`src/common/rv_pkg.sv`:
```
package rv_pkg;

   typedef logic [31:0] word_t;
   typedef logic [4:0]  reg_idx_t;
   typedef logic [31:0] instr_t;

   // major opcode field in instr[6:0]
   localparam logic [6:0] OPC_OP     = 7'b0110011;
   localparam logic [6:0] OPC_OP_IMM = 7'b0010011;
   localparam logic [6:0] OPC_LUI    = 7'b0110111;
   localparam logic [6:0] OPC_AUIPC  = 7'b0010111;
   localparam logic [6:0] OPC_JAL    = 7'b1101111;
   localparam logic [6:0] OPC_JALR   = 7'b1100111;
   localparam logic [6:0] OPC_BRANCH = 7'b1100011;

   localparam logic [6:0] F7_BASE = 7'b0000000;
   localparam logic [6:0] F7_ALT  = 7'b0100000;

   typedef enum logic [1:0] {
      S_IDLE,
      S_DECODE,
      S_EXECUTE,
      S_WRITEBACK
   } ctrl_state_e;

   typedef enum logic [4:0] {
      ADD,
      SUB,
      SLL,
      SLT,
      SLTU,
      XOR,
      SRL,
      SRA,
      OR,
      AND,
      LUI,
      AUIPC,
      JAL,
      JALR,
      BEQ,
      BNE,
      BLT,
      BGE,
      BLTU,
      BGEU,
      ILLEGAL
   } alu_op_e;

endpackage

```
`src/common/decoded_if.sv`:
```
`timescale 1ns/10ps

interface decoded_if;
   import rv_pkg::*;

   alu_op_e  op;
   // second operand is imm instead of rs2
   logic     use_imm;
   reg_idx_t rd;
   reg_idx_t rs1;
   reg_idx_t rs2;
   word_t    imm;
   word_t    pc;

   modport producer (
      output op,
      output use_imm,
      output rd,
      output rs1,
      output rs2,
      output imm,
      output pc
   );

   modport consumer (
      input op,
      input use_imm,
      input rd,
      input rs1,
      input rs2,
      input imm,
      input pc
   );

endinterface

```
`src/hw/exec_ctrl.sv`:
```
`timescale 1ns/10ps

module exec_ctrl (
   input  logic                clk,
   input  logic                rst_n,
   input  logic                in_valid,
   input  rv_pkg::instr_t      in_instr,
   input  rv_pkg::word_t       in_pc,
   output rv_pkg::instr_t      instr_raw,
   output rv_pkg::word_t       pc,
   output rv_pkg::ctrl_state_e state,
   output logic                busy
);
   import rv_pkg::*;

   ctrl_state_e state_nxt;
   logic        accept;

   // strobes outside idle are dropped
   assign accept = in_valid && (state == S_IDLE);
   assign busy   = (state != S_IDLE);

   always_comb begin
      state_nxt = state;
      case (state)
         S_IDLE:      if (accept) state_nxt = S_DECODE;
         S_DECODE:    state_nxt = S_EXECUTE;
         S_EXECUTE:   state_nxt = S_WRITEBACK;
         S_WRITEBACK: state_nxt = S_IDLE;
         default:     state_nxt = S_IDLE;
      endcase
   end

   always_ff @(posedge clk or negedge rst_n) begin
      if (!rst_n) begin
         state <= S_IDLE;
      end else begin
         state <= state_nxt;
      end
   end

   // instruction word held for the decode cycle
   always_ff @(posedge clk) begin
      if (accept) begin
         instr_raw <= in_instr;
         pc        <= in_pc;
      end
   end

endmodule

```
`src/decode/instr_decoder.sv`:
```
`timescale 1ns/10ps

module instr_decoder #(
   parameter int REG_COUNT = 32
) (
   input  logic                clk,
   input  logic                rst_n,
   input  rv_pkg::ctrl_state_e state,
   input  rv_pkg::instr_t      instr_raw,
   input  rv_pkg::word_t       pc,
   decoded_if.producer         dec
);
   import rv_pkg::*;

   logic [6:0] opcode;
   logic [2:0] funct3;
   logic [6:0] funct7;
   reg_idx_t   rd_f;
   reg_idx_t   rs1_f;
   reg_idx_t   rs2_f;
   logic       r_fmt;
   logic       i_fmt;
   logic       b_fmt;
   logic       u_fmt;
   logic       j_fmt;
   logic       rd_used;
   logic       rs1_used;
   logic       rs2_used;
   logic       idx_ok;
   logic       legal;
   alu_op_e    op_nxt;
   word_t      imm_nxt;

   assign opcode = instr_raw[6:0];
   assign rd_f   = instr_raw[11:7];
   assign funct3 = instr_raw[14:12];
   assign rs1_f  = instr_raw[19:15];
   assign rs2_f  = instr_raw[24:20];
   assign funct7 = instr_raw[31:25];

   assign r_fmt = (opcode == OPC_OP);
   assign i_fmt = (opcode == OPC_OP_IMM) || (opcode == OPC_JALR);
   assign b_fmt = (opcode == OPC_BRANCH);
   assign u_fmt = (opcode == OPC_LUI) || (opcode == OPC_AUIPC);
   assign j_fmt = (opcode == OPC_JAL);

   assign rd_used  = r_fmt || i_fmt || u_fmt || j_fmt;
   assign rs1_used = r_fmt || i_fmt || b_fmt;
   assign rs2_used = r_fmt || b_fmt;

   // rv32e has only x0..x15
   assign idx_ok = (!rd_used  || (32'(rd_f)  < REG_COUNT)) &&
                   (!rs1_used || (32'(rs1_f) < REG_COUNT)) &&
                   (!rs2_used || (32'(rs2_f) < REG_COUNT));

   assign legal = (op_nxt != ILLEGAL) && idx_ok;

   always_comb begin
      op_nxt = ILLEGAL;
      case (opcode)
         OPC_OP: begin
            if (funct7 == F7_BASE) begin
               case (funct3)
                  3'b000:  op_nxt = ADD;
                  3'b001:  op_nxt = SLL;
                  3'b010:  op_nxt = SLT;
                  3'b011:  op_nxt = SLTU;
                  3'b100:  op_nxt = XOR;
                  3'b101:  op_nxt = SRL;
                  3'b110:  op_nxt = OR;
                  default: op_nxt = AND;
               endcase
            end else if (funct7 == F7_ALT) begin
               if (funct3 == 3'b000) begin
                  op_nxt = SUB;
               end else if (funct3 == 3'b101) begin
                  op_nxt = SRA;
               end
            end
         end
         OPC_OP_IMM: begin
            case (funct3)
               3'b000: op_nxt = ADD;
               3'b010: op_nxt = SLT;
               3'b011: op_nxt = SLTU;
               3'b100: op_nxt = XOR;
               3'b110: op_nxt = OR;
               3'b111: op_nxt = AND;
               // shamt sits in imm[4:0] and funct7 picks the shift kind
               3'b001: if (funct7 == F7_BASE) op_nxt = SLL;
               default: begin
                  if (funct7 == F7_BASE) begin
                     op_nxt = SRL;
                  end else if (funct7 == F7_ALT) begin
                     op_nxt = SRA;
                  end
               end
            endcase
         end
         OPC_LUI:   op_nxt = LUI;
         OPC_AUIPC: op_nxt = AUIPC;
         OPC_JAL:   op_nxt = JAL;
         OPC_JALR:  if (funct3 == 3'b000) op_nxt = JALR;
         OPC_BRANCH: begin
            case (funct3)
               3'b000:  op_nxt = BEQ;
               3'b001:  op_nxt = BNE;
               3'b100:  op_nxt = BLT;
               3'b101:  op_nxt = BGE;
               3'b110:  op_nxt = BLTU;
               3'b111:  op_nxt = BGEU;
               default: op_nxt = ILLEGAL;
            endcase
         end
         default: op_nxt = ILLEGAL;
      endcase
   end

   always_comb begin
      imm_nxt = '0;
      if (i_fmt) begin
         imm_nxt = {{20{instr_raw[31]}}, instr_raw[31:20]};
      end else if (b_fmt) begin
         imm_nxt = {{19{instr_raw[31]}}, instr_raw[31], instr_raw[7],
                    instr_raw[30:25], instr_raw[11:8], 1'b0};
      end else if (u_fmt) begin
         imm_nxt = {instr_raw[31:12], 12'b0};
      end else if (j_fmt) begin
         imm_nxt = {{11{instr_raw[31]}}, instr_raw[31], instr_raw[19:12],
                    instr_raw[20], instr_raw[30:21], 1'b0};
      end
   end

   always_ff @(posedge clk or negedge rst_n) begin
      if (!rst_n) begin
         dec.op      <= ILLEGAL;
         dec.use_imm <= 1'b0;
         dec.rd      <= '0;
         dec.rs1     <= '0;
         dec.rs2     <= '0;
         dec.imm     <= '0;
         dec.pc      <= '0;
      end else if (state == S_DECODE) begin
         dec.op      <= legal ? op_nxt : ILLEGAL;
         dec.use_imm <= i_fmt;
         // illegal words get rd = x0
         dec.rd      <= (legal && rd_used) ? rd_f : '0;
         dec.rs1     <= rs1_used ? rs1_f : '0;
         dec.rs2     <= rs2_used ? rs2_f : '0;
         dec.imm     <= imm_nxt;
         dec.pc      <= pc;
      end
   end

endmodule

```
`src/hw/reg_file.sv`:
```
`timescale 1ns/10ps

module reg_file #(
   parameter int REG_COUNT = 32
) (
   input  logic             clk,
   input  logic             rst_n,
   input  rv_pkg::reg_idx_t rs1_addr,
   input  rv_pkg::reg_idx_t rs2_addr,
   output rv_pkg::word_t    rs1_data,
   output rv_pkg::word_t    rs2_data,
   input  logic             we,
   input  rv_pkg::reg_idx_t wr_addr,
   input  rv_pkg::word_t    wr_data
);
   import rv_pkg::*;

   word_t regs [REG_COUNT];
   logic  wr_ok;

   // x0 and out-of-range indices are never written
   assign wr_ok = we && (wr_addr != '0) && (32'(wr_addr) < REG_COUNT);

   always_ff @(posedge clk or negedge rst_n) begin
      if (!rst_n) begin
         for (int i = 0; i < REG_COUNT; i++) begin
            regs[i] <= '0;
         end
      end else if (wr_ok) begin
         regs[wr_addr] <= wr_data;
      end
   end

   always_comb begin
      rs1_data = '0;
      if ((rs1_addr != '0) && (32'(rs1_addr) < REG_COUNT)) begin
         rs1_data = regs[rs1_addr];
      end
   end

   always_comb begin
      rs2_data = '0;
      if ((rs2_addr != '0) && (32'(rs2_addr) < REG_COUNT)) begin
         rs2_data = regs[rs2_addr];
      end
   end

endmodule

```
`src/exec/int_alu.sv`:
```
`timescale 1ns/10ps

module int_alu (
   input  logic                clk,
   input  logic                rst_n,
   input  rv_pkg::ctrl_state_e state,
   decoded_if.consumer         dec,
   input  rv_pkg::word_t       rs1_data,
   input  rv_pkg::word_t       rs2_data,
   output rv_pkg::word_t       result,
   output rv_pkg::word_t       target,
   output logic                taken,
   output logic                wr_en,
   output logic                illegal
);
   import rv_pkg::*;

   word_t op_a;
   word_t op_b;
   word_t res_nxt;
   word_t tgt_nxt;
   logic  taken_nxt;
   logic  is_branch;

   assign op_a = rs1_data;
   assign op_b = dec.use_imm ? dec.imm : rs2_data;

   assign is_branch = (dec.op == BEQ) || (dec.op == BNE) || (dec.op == BLT) ||
                      (dec.op == BGE) || (dec.op == BLTU) || (dec.op == BGEU);

   always_comb begin
      res_nxt   = '0;
      taken_nxt = 1'b0;
      case (dec.op)
         ADD:   res_nxt = op_a + op_b;
         SUB:   res_nxt = op_a - op_b;
         SLL:   res_nxt = op_a << op_b[4:0];
         SLT:   res_nxt = ($signed(op_a) < $signed(op_b)) ? 32'd1 : 32'd0;
         SLTU:  res_nxt = (op_a < op_b) ? 32'd1 : 32'd0;
         XOR:   res_nxt = op_a ^ op_b;
         SRL:   res_nxt = op_a >> op_b[4:0];
         SRA:   res_nxt = $signed(op_a) >>> op_b[4:0];
         OR:    res_nxt = op_a | op_b;
         AND:   res_nxt = op_a & op_b;
         LUI:   res_nxt = dec.imm;
         AUIPC: res_nxt = dec.pc + dec.imm;
         // link address
         JAL, JALR: begin
            res_nxt   = dec.pc + 32'd4;
            taken_nxt = 1'b1;
         end
         BEQ:   taken_nxt = (op_a == op_b);
         BNE:   taken_nxt = (op_a != op_b);
         BLT:   taken_nxt = ($signed(op_a) < $signed(op_b));
         BGE:   taken_nxt = ($signed(op_a) >= $signed(op_b));
         BLTU:  taken_nxt = (op_a < op_b);
         BGEU:  taken_nxt = (op_a >= op_b);
         default: res_nxt = '0;
      endcase
   end

   always_comb begin
      tgt_nxt = '0;
      if (dec.op == JALR) begin
         tgt_nxt = (rs1_data + dec.imm) & ~32'd1;
      end else if (is_branch || (dec.op == JAL)) begin
         tgt_nxt = dec.pc + dec.imm;
      end
   end

   always_ff @(posedge clk or negedge rst_n) begin
      if (!rst_n) begin
         taken   <= 1'b0;
         wr_en   <= 1'b0;
         illegal <= 1'b0;
      end else if (state == S_EXECUTE) begin
         taken   <= taken_nxt;
         wr_en   <= (dec.op != ILLEGAL) && !is_branch;
         illegal <= (dec.op == ILLEGAL);
      end
   end

   always_ff @(posedge clk) begin
      if (state == S_EXECUTE) begin
         result <= res_nxt;
         target <= tgt_nxt;
      end
   end

endmodule

```
`src/hw/rv_exec_top.sv`:
```
`timescale 1ns/10ps

module rv_exec_top #(
   parameter int REG_COUNT = 32
) (
   input  logic             clk,
   input  logic             rst_n,
   input  logic             in_valid,
   input  rv_pkg::instr_t   in_instr,
   input  rv_pkg::word_t    in_pc,
   output logic             busy,
   output logic             out_valid,
   output rv_pkg::reg_idx_t out_rd,
   output rv_pkg::word_t    out_data,
   output logic             out_taken,
   output rv_pkg::word_t    out_target,
   output logic             out_illegal
);
   import rv_pkg::*;

   instr_t      instr_raw;
   word_t       pc;
   ctrl_state_e state;
   word_t       rs1_data;
   word_t       rs2_data;
   word_t       result;
   word_t       target;
   logic        taken;
   logic        wr_en;
   logic        illegal;
   logic        rf_we;

   decoded_if dec_if ();

   exec_ctrl exec_ctrl_i (
      .clk       (clk),
      .rst_n     (rst_n),
      .in_valid  (in_valid),
      .in_instr  (in_instr),
      .in_pc     (in_pc),
      .instr_raw (instr_raw),
      .pc        (pc),
      .state     (state),
      .busy      (busy)
   );

   instr_decoder #(
      .REG_COUNT (REG_COUNT)
   ) instr_decoder_i (
      .clk       (clk),
      .rst_n     (rst_n),
      .state     (state),
      .instr_raw (instr_raw),
      .pc        (pc),
      .dec       (dec_if)
   );

   // write lands on the edge that leaves writeback
   assign rf_we = (state == S_WRITEBACK) && wr_en;

   reg_file #(
      .REG_COUNT (REG_COUNT)
   ) reg_file_i (
      .clk      (clk),
      .rst_n    (rst_n),
      .rs1_addr (dec_if.rs1),
      .rs2_addr (dec_if.rs2),
      .rs1_data (rs1_data),
      .rs2_data (rs2_data),
      .we       (rf_we),
      .wr_addr  (dec_if.rd),
      .wr_data  (result)
   );

   int_alu int_alu_i (
      .clk      (clk),
      .rst_n    (rst_n),
      .state    (state),
      .dec      (dec_if),
      .rs1_data (rs1_data),
      .rs2_data (rs2_data),
      .result   (result),
      .target   (target),
      .taken    (taken),
      .wr_en    (wr_en),
      .illegal  (illegal)
   );

   assign out_valid   = (state == S_WRITEBACK);
   assign out_rd      = dec_if.rd;
   assign out_data    = result;
   assign out_taken   = taken;
   assign out_target  = target;
   assign out_illegal = illegal;

endmodule

```
`config.mk`:
```
export PLATFORM = sky130hd
export DESIGN_NAME = rv_exec_top
export DESIGN_NICKNAME = d
export VERILOG_FILES = /design/src/common/rv_pkg.sv /design/src/common/decoded_if.sv /design/src/hw/exec_ctrl.sv /design/src/decode/instr_decoder.sv /design/src/hw/reg_file.sv /design/src/exec/int_alu.sv /design/src/hw/rv_exec_top.sv
export SDC_FILE = /design/constraint.sdc
export NUM_CORES = 2
export LEC_CHECK = 0
export ABC_AREA = 0
export BUFFER_PORTS_ARGS = -buffer_cell sky130_fd_sc_hd__buf_2
export CORE_MARGIN = 2
export CORE_UTILIZATION = 28
export DETAILED_ROUTE_END_ITERATION = 16
export HOLD_SLACK_MARGIN = 0.15
export PLACE_DENSITY = 0.52
export SLEW_MARGIN = 20
export SYNTH_ARGS = -nofsm -noshare
export SYNTH_HDL_FRONTEND = slang
export SYNTH_SLANG_ARGS = --single-unit
export TNS_END_PERCENT = 20
```
`constraint.sdc`:
```
create_clock -name clk -period 6.1 [get_ports clk]
set_input_delay 1.22 -clock clk [delete_from_list [all_inputs] [get_ports clk]]
set_output_delay 1.22 -clock clk [all_outputs]
set_load 0.01 [all_outputs]
```
-- Yosys cells after proc, flatten, opt, wreduce, memory -nomap -nowiden
Cells that the tools add are included.
- add/sub/neg operators: 5
- order comparisons: 8
- eq/ne operators: 43
- shift operators: 3
- mux-type cells: 40
- bitwise logic cells: 7
- reduce and logical (&&, ||, !) cells: 30
- operators with widths (kind ; number):
    $bwmux 1024 ; 1
    $mux 32 ; 14
    $pmux 32 s13 ; 1
    $bmux 32 s5 ; 2
    $demux 32 s5 ; 1
    $add 32x32->32 ; 3
    $pmux 5 s7 ; 2
    $ge 32x32->1 ; 2
    $lt 32x32->1 ; 2
    $mux 5 ; 12
    $eq 5x4->1 const B ; 8
    $add 32x3->32 const B ; 1
    $and 32x32->32 ; 1
    $eq 32x32->1 ; 1
    $ne 32x32->1 ; 1
    $or 32x32->32 ; 1
    $shl 32x5->32 ; 1
    $shr 32x5->32 ; 1
    $sshr 32x5->32 ; 1
    $sub 32x32->32 ; 1
    $xor 32x32->32 ; 1
    $pmux 5 s6 ; 1
    $pmux 4 s7 ; 1
    $eq 5x5->1 const B ; 5
    31 further kinds ; 71
- flip-flop bits (word level): 1242
- bits of input ports: 67
- output and inout port bits: 73

-- Logic depth before layout (Yosys ltp)
- depth in word-level cells: 9
- gate-level depth with buffers: 26
- gate-level depth less buffers: 19

-- Cells and area by module
From an unflattened synthesis, not the netlist that was laid out.
- cell total of the unflattened synthesis: 6099
- area, all modules: 75824.0 sq um
- modules (own cells, without submodules) (module ; times used ; cells each ; area each (sq um)):
    reg_file ; 1 ; 3487 ; 53974.3
    int_alu ; 1 ; 2098 ; 15835.2
    instr_decoder ; 1 ; 435 ; 3931.3
    exec_ctrl ; 1 ; 77 ; 2070.7
    rv_exec_top ; 1 ; 2 ; 12.5

-- Least setup slack after synthesis
No wires, ideal clock.
- kind: reg2reg
- start: register instr_decoder_i.dec.rs2[0]
- end: register int_alu_i.result[29] (data pin)
- library setup time: 0.272 ns
- arrival time: 6.049 ns
- data required time: 5.828 ns
- setup slack: -0.221 ns
- stages on the path, launching flop included: 26
- path buffers: 8
- clock period less this slack: 6.321 ns
- cells stage by stage: dfrtp_1 > buf_2 > buf_4 > buf_4 > buf_4 > buf_2 > clkbuf_1 > buf_1 > mux4_2 > o22ai_1 > nor3b_1 > o21ai_0 > nand2_1 > ha_1 > clkbuf_1 > and3_1 > and3_1 > o211a_1 > nor3_1 > o41ai_1 > nand2_1 > a311oi_1 > o22ai_1 > mux2i_1 > o22ai_1 > or4_1
- word-level cells in the longest chain between the ends: 8
- elaborated cells on any way between the ends: 16
- ends and longest elaborated chain (what ; line ; RTL):
    start: declaration ; decoded_if.sv:20 ; output rs2,
    start signal: assignment ; instr_decoder.sv:149 ; dec.rs2 <= rs2_used ? rs2_f : '0;
    $not 5->6 (not written as such) ; reg_file.sv:44 ; rs2_data = regs[rs2_addr];
    $bmux 32 s5 ; reg_file.sv:44 ;
    $mux 32 (not written as such) (2 in a row) ; reg_file.sv:44 ;
    $mux 32 (*) ; reg_file.sv:43 ; if ((rs2_addr != '0) && (32'(rs2_addr) < REG_COUNT)) begin
    $mux 32 (*) ; int_alu.sv:26 ; assign op_b = dec.use_imm ? dec.imm : rs2_data;
    $sub 32x32->32 (tied with other cells) ; int_alu.sv:36 ; SUB: res_nxt = op_a - op_b;
    $pmux 32 s13 (*) ; int_alu.sv:34 ; case (dec.op)
    end signal: assignment ; int_alu.sv:85 ; result <= res_nxt;
    end: declaration ; int_alu.sv:10 ; output rv_pkg::word_t result,
Mark *: on every way between the ends. The rest lies on a longest branch, timed or not. The select of a mux whose other input is x is not followed.
A chain may end at the register's enable or synchronous reset.

-- Final worst setup path
- start: register instr_decoder_i.dec.rs1[1]
- end: register int_alu_i.result[29] (data pin)
- word-level cells in the longest chain between the ends: 7
- elaborated cells on any way between the ends: 15
- ends and longest elaborated chain (what ; line ; RTL):
    start: declaration ; decoded_if.sv:19 ; output rs1,
    start signal: assignment ; instr_decoder.sv:148 ; dec.rs1 <= rs1_used ? rs1_f : '0;
    $not 5->6 (not written as such) ; reg_file.sv:37 ; rs1_data = regs[rs1_addr];
    $bmux 32 s5 ; reg_file.sv:37 ;
    $mux 32 (not written as such) (2 in a row) ; reg_file.sv:37 ;
    $mux 32 (*) ; reg_file.sv:36 ; if ((rs1_addr != '0) && (32'(rs1_addr) < REG_COUNT)) begin
    $sub 32x32->32 (tied with other cells) ; int_alu.sv:36 ;
    $pmux 32 s13 (*) ; int_alu.sv:34 ;
Marked as above.

==> impl_metrics.tcl <==
set metrics [dict create \
    outcome "finished clean" \
    dp_slack_ns -0.00580 \
    power.density_nw_per_um2 299 \
    die_h_um 523 \
    rows 190 \
    syn_avg_cell_area_um2 12.0 \
    dp_hpwl_um 204000 \
    yosys.area.top_type "dfrtp_1" \
    grt_usage_pct 21.8 \
    coreArea_um2 268000 \
    wl_per_cell_um 30.0 \
    hold_viol 0 \
    clkLatencyLatePin_ns 0.83 \
    cp_data_required_time_ns 6.67 \
    slew_viol_final 0 \
    irDropWorstVdd_mv 0.322 \
    cp-start-kind "flop" \
    num_vias 57524 \
    tightest_slew_ns 1.24 \
    placed_area_um2 82500 \
    grt_pass1_vias 57929 \
    syn-cell-area_um2 75400 \
    reg2reg_setup_slack_ns 0.20 \
    async_flop_share_pct 89.7 \
    finalSetupViolCount 0 \
    first_pass_iters 6 \
    rsz0062_at_grt "no" \
    cts_sinks 1242 \
    ys_ff_latch 1242 \
    skew_ns 0.0472 \
    numCtsBuffers 145 \
    fmax_ghz 0.169 \
    slew_headroom_pct 15.2 \
    clk_pin_slew_worst_paths_ns 0.07 \
    hp-class "flop to flop" \
    synth-main-ff-cell "dfrtp_1" \
    grt_pass1_wl_um 434000 \
    cp_max_fo 34 \
    yosys-top-cells-area "dfrtp_1, mux2_2, mux4_2" \
    drcViolationCount 0 \
    antenna_found_initial 11 \
    start_util_pct 28.1 \
    cts_tree "built" \
    grt_max_degree 161 \
    final.min_clock_period_ns 5.90 \
    clk_path_buf_depth 3 \
    cts_max_level 4 \
    synthCells 6278 \
    fin_nets 6683 \
    cp-startpoint "instr_decoder_i.dec.rs1[1]" \
    synthesis.nets 6513 \
    crit_type "flop to flop" \
    whs_path_depth 0 \
    r2r-start "instr_decoder_i.dec.rs1[1]" \
    setup_ws_ns 0.198 \
    drt-total-wl_um 304000 \
    timing.final.crit_share_pct 96.8 \
    fp.dieArea_um2 273000 \
    ys_types 90 \
    die-width_um 523 \
    synth_top_area_share_pct 36.9 \
    routed_via_density 5.68 \
    critPathArrivalTime_ns 6.48 \
    cp-endpoint "int_alu_i.result[29]" \
    synth.yosys.seq_area_share_pct 42.1 \
    endpoint_kind "flop" \
    fill_cells 26580 \
    place_congestion 0.977 \
    power.leakage_uw 0.0374 \
    drv_cap 0 \
    layout-drive-gt1-share_pct 36.7 \
    place_inst 9847 \
    grt_overflow 0 \
    synth-edff-count 128 \
    syn_to_final_growth_pct 16.2 \
    cts-root-buf "clkbuf_16" \
    fin_area_um2 87600 \
    port_buffers 139 \
    hp-start "reg_file_i.regs[992]" \
    drtIter0Drc 5339 \
    ant_nets 0 \
    r2r_end "int_alu_i.result[29]" \
    pin_count 140 \
    ys_warn_count 0 \
    ff2ff_path_depth 20 \
    fin_cells 10119 \
]
## report_power, final
| group | switching [µW] | internal (µW) | leakage, µW |
|---|---|---|---|
| logic | 4960 | 2500 | 0.0184 |
| clock network | 3800 | 5100 | 0.00239 |
| registers | 870 | 8970 | 0.0166 |
| total | 9640 | 16600 | 0.0374 |
## kinds of logic after synthesis
group	synth area share (%)
XOR/XNOR	1.15
flip-flops	42.1
AO/OA/AOI/OAI	10.3
multiplexers	33.3
adder cells (fa/ha/maj)	2.83
buffers and inverters	3.78
AND/OR/NAND/NOR	6.49
## cell usage in the layout (no fill, tap or decap), types with 45 or more instances in the layout
master and count:
o221ai_1 136, mux4_2 411, clkbuf_16 147, buf_4 407, nand2_1 361, nor3_1 77
nor2_1 299, mux2i_1 389, a21o_1 54, edfxtp_1 128, a21oi_1 281, buf_2 138
xor2_1 45, nand3_1 48, ha_1 160, mux2_2 1056, o22ai_1 108, o21ai_0 157
inv_1 119, buf_12 47, dfrtp_1 1102, xnor2_1 54
## stage by stage
step	hold WS, ns	power, µW	setup TNS, ns	utilization (%)
global placement	0.364	17100	0	30.8
global route	0.394	27300	0	32.7
CTS	0.381	26200	0	32.6
finish	0.381	26200	0	32.7
floorplan	0.425	13700	0	-
detailed placement	0.366	17200	-0.00580	30.8
## layout make-up
type / instances / area (µm²) / share of cell area (%)
clock buffers: 202 / 4150 / 4.74
repair buffers: 600 / 4850 / 5.54
clock inverters: 59 / 676 / 0.772
multi-input cells: 4332 / 41200 / 47.0
inverters: 127 / 480 / 0.549
flip-flops and latches: 1242 / 31800 / 36.3
diodes: 5 / 12.5 / 0.0143
well taps: 3552 / 4440 / 5.08
## flip-flops by register name (all words and copies together) (netlist names)
name and flops:
reg_file_i.regs 1024, exec_ctrl_i.instr_raw 32, exec_ctrl_i.pc 32, instr_decoder_i.dec.imm 32
instr_decoder_i.dec.pc 32, int_alu_i.result 32, int_alu_i.target 32, instr_decoder_i.dec.op 5
instr_decoder_i.dec.rd 5, instr_decoder_i.dec.rs1 5, instr_decoder_i.dec.rs2 5, exec_ctrl_i.state 2
instr_decoder_i.dec.use_imm 1, int_alu_i.illegal 1, int_alu_i.taken 1, int_alu_i.wr_en 1
## timing repair
action | 4_1_cts | 5_1_grt
resized for setup | 0 | 17
endpoints found under the setup margin | 0 | 13
hold buffers | 0 | 0
setup buffers | 0 | 2
## synthesized netlist by cell type (24+ instances only)
library cell	number
buf_2	61
a211oi_1	30
nor3_1	81
a31oi_1	36
o221ai_1	139
nand4_1	24
nor3b_1	29
o21bai_1	25
a221oi_1	35
buf_1	83
o21ai_0	158
inv_1	121
edfxtp_1	128
o22ai_1	109
a221o_1	25
ha_1	164
a21oi_1	282
xnor2_1	54
dfrtp_1	1112
nor2_1	323
mux2i_1	389
nand2b_1	30
a21o_1	54
o211ai_1	31
a211o_1	31
mux2_2	1056
clkbuf_1	411
nand3_1	50
nor2b_1	40
xor2_1	45
mux4_2	411
nand2_1	366
a22oi_1	28
## critical path, cell delays in order (launching register included)
cell and delay [ns]:
dfrtp_4 0.71, buf_12 0.31, mux4_2 0.34, mux4_2 0.49, a211o_1 0.42, ha_1 0.37, buf_4 0.19, nor2_1 0.13
buf_4 0.16, o211a_1 0.15, o31a_1 0.18, o22ai_1 0.20, a31oi_1 0.23, buf_4 0.15, a21oi_1 0.09, a221oi_1 0.30
buf_4 0.19, a31o_2 0.22, mux2i_1 0.26, o22ai_1 0.11, or4_1 0.40
## how the worst min path moves through the flow
stage | end | slack [ns]
finish | reg_file_i.regs[992] | 0.38
global route | reg_file_i.regs[992] | 0.39
global placement | reg_file_i.regs[992] | 0.36
CTS | reg_file_i.regs[992] | 0.38
detailed placement | reg_file_i.regs[992] | 0.37
floorplan | reg_file_i.regs[992] | 0.42
## routing by layer
metal,global-route usage [%],vias up,routed length (µm)
met5,0,-,0
met4,9.95,0,15100
met3,4.26,629,21900
met2,34.0,2492,138000
met1,29.1,30212,129000
li1,-,24191,-
(Power assumes the default switching activity.)
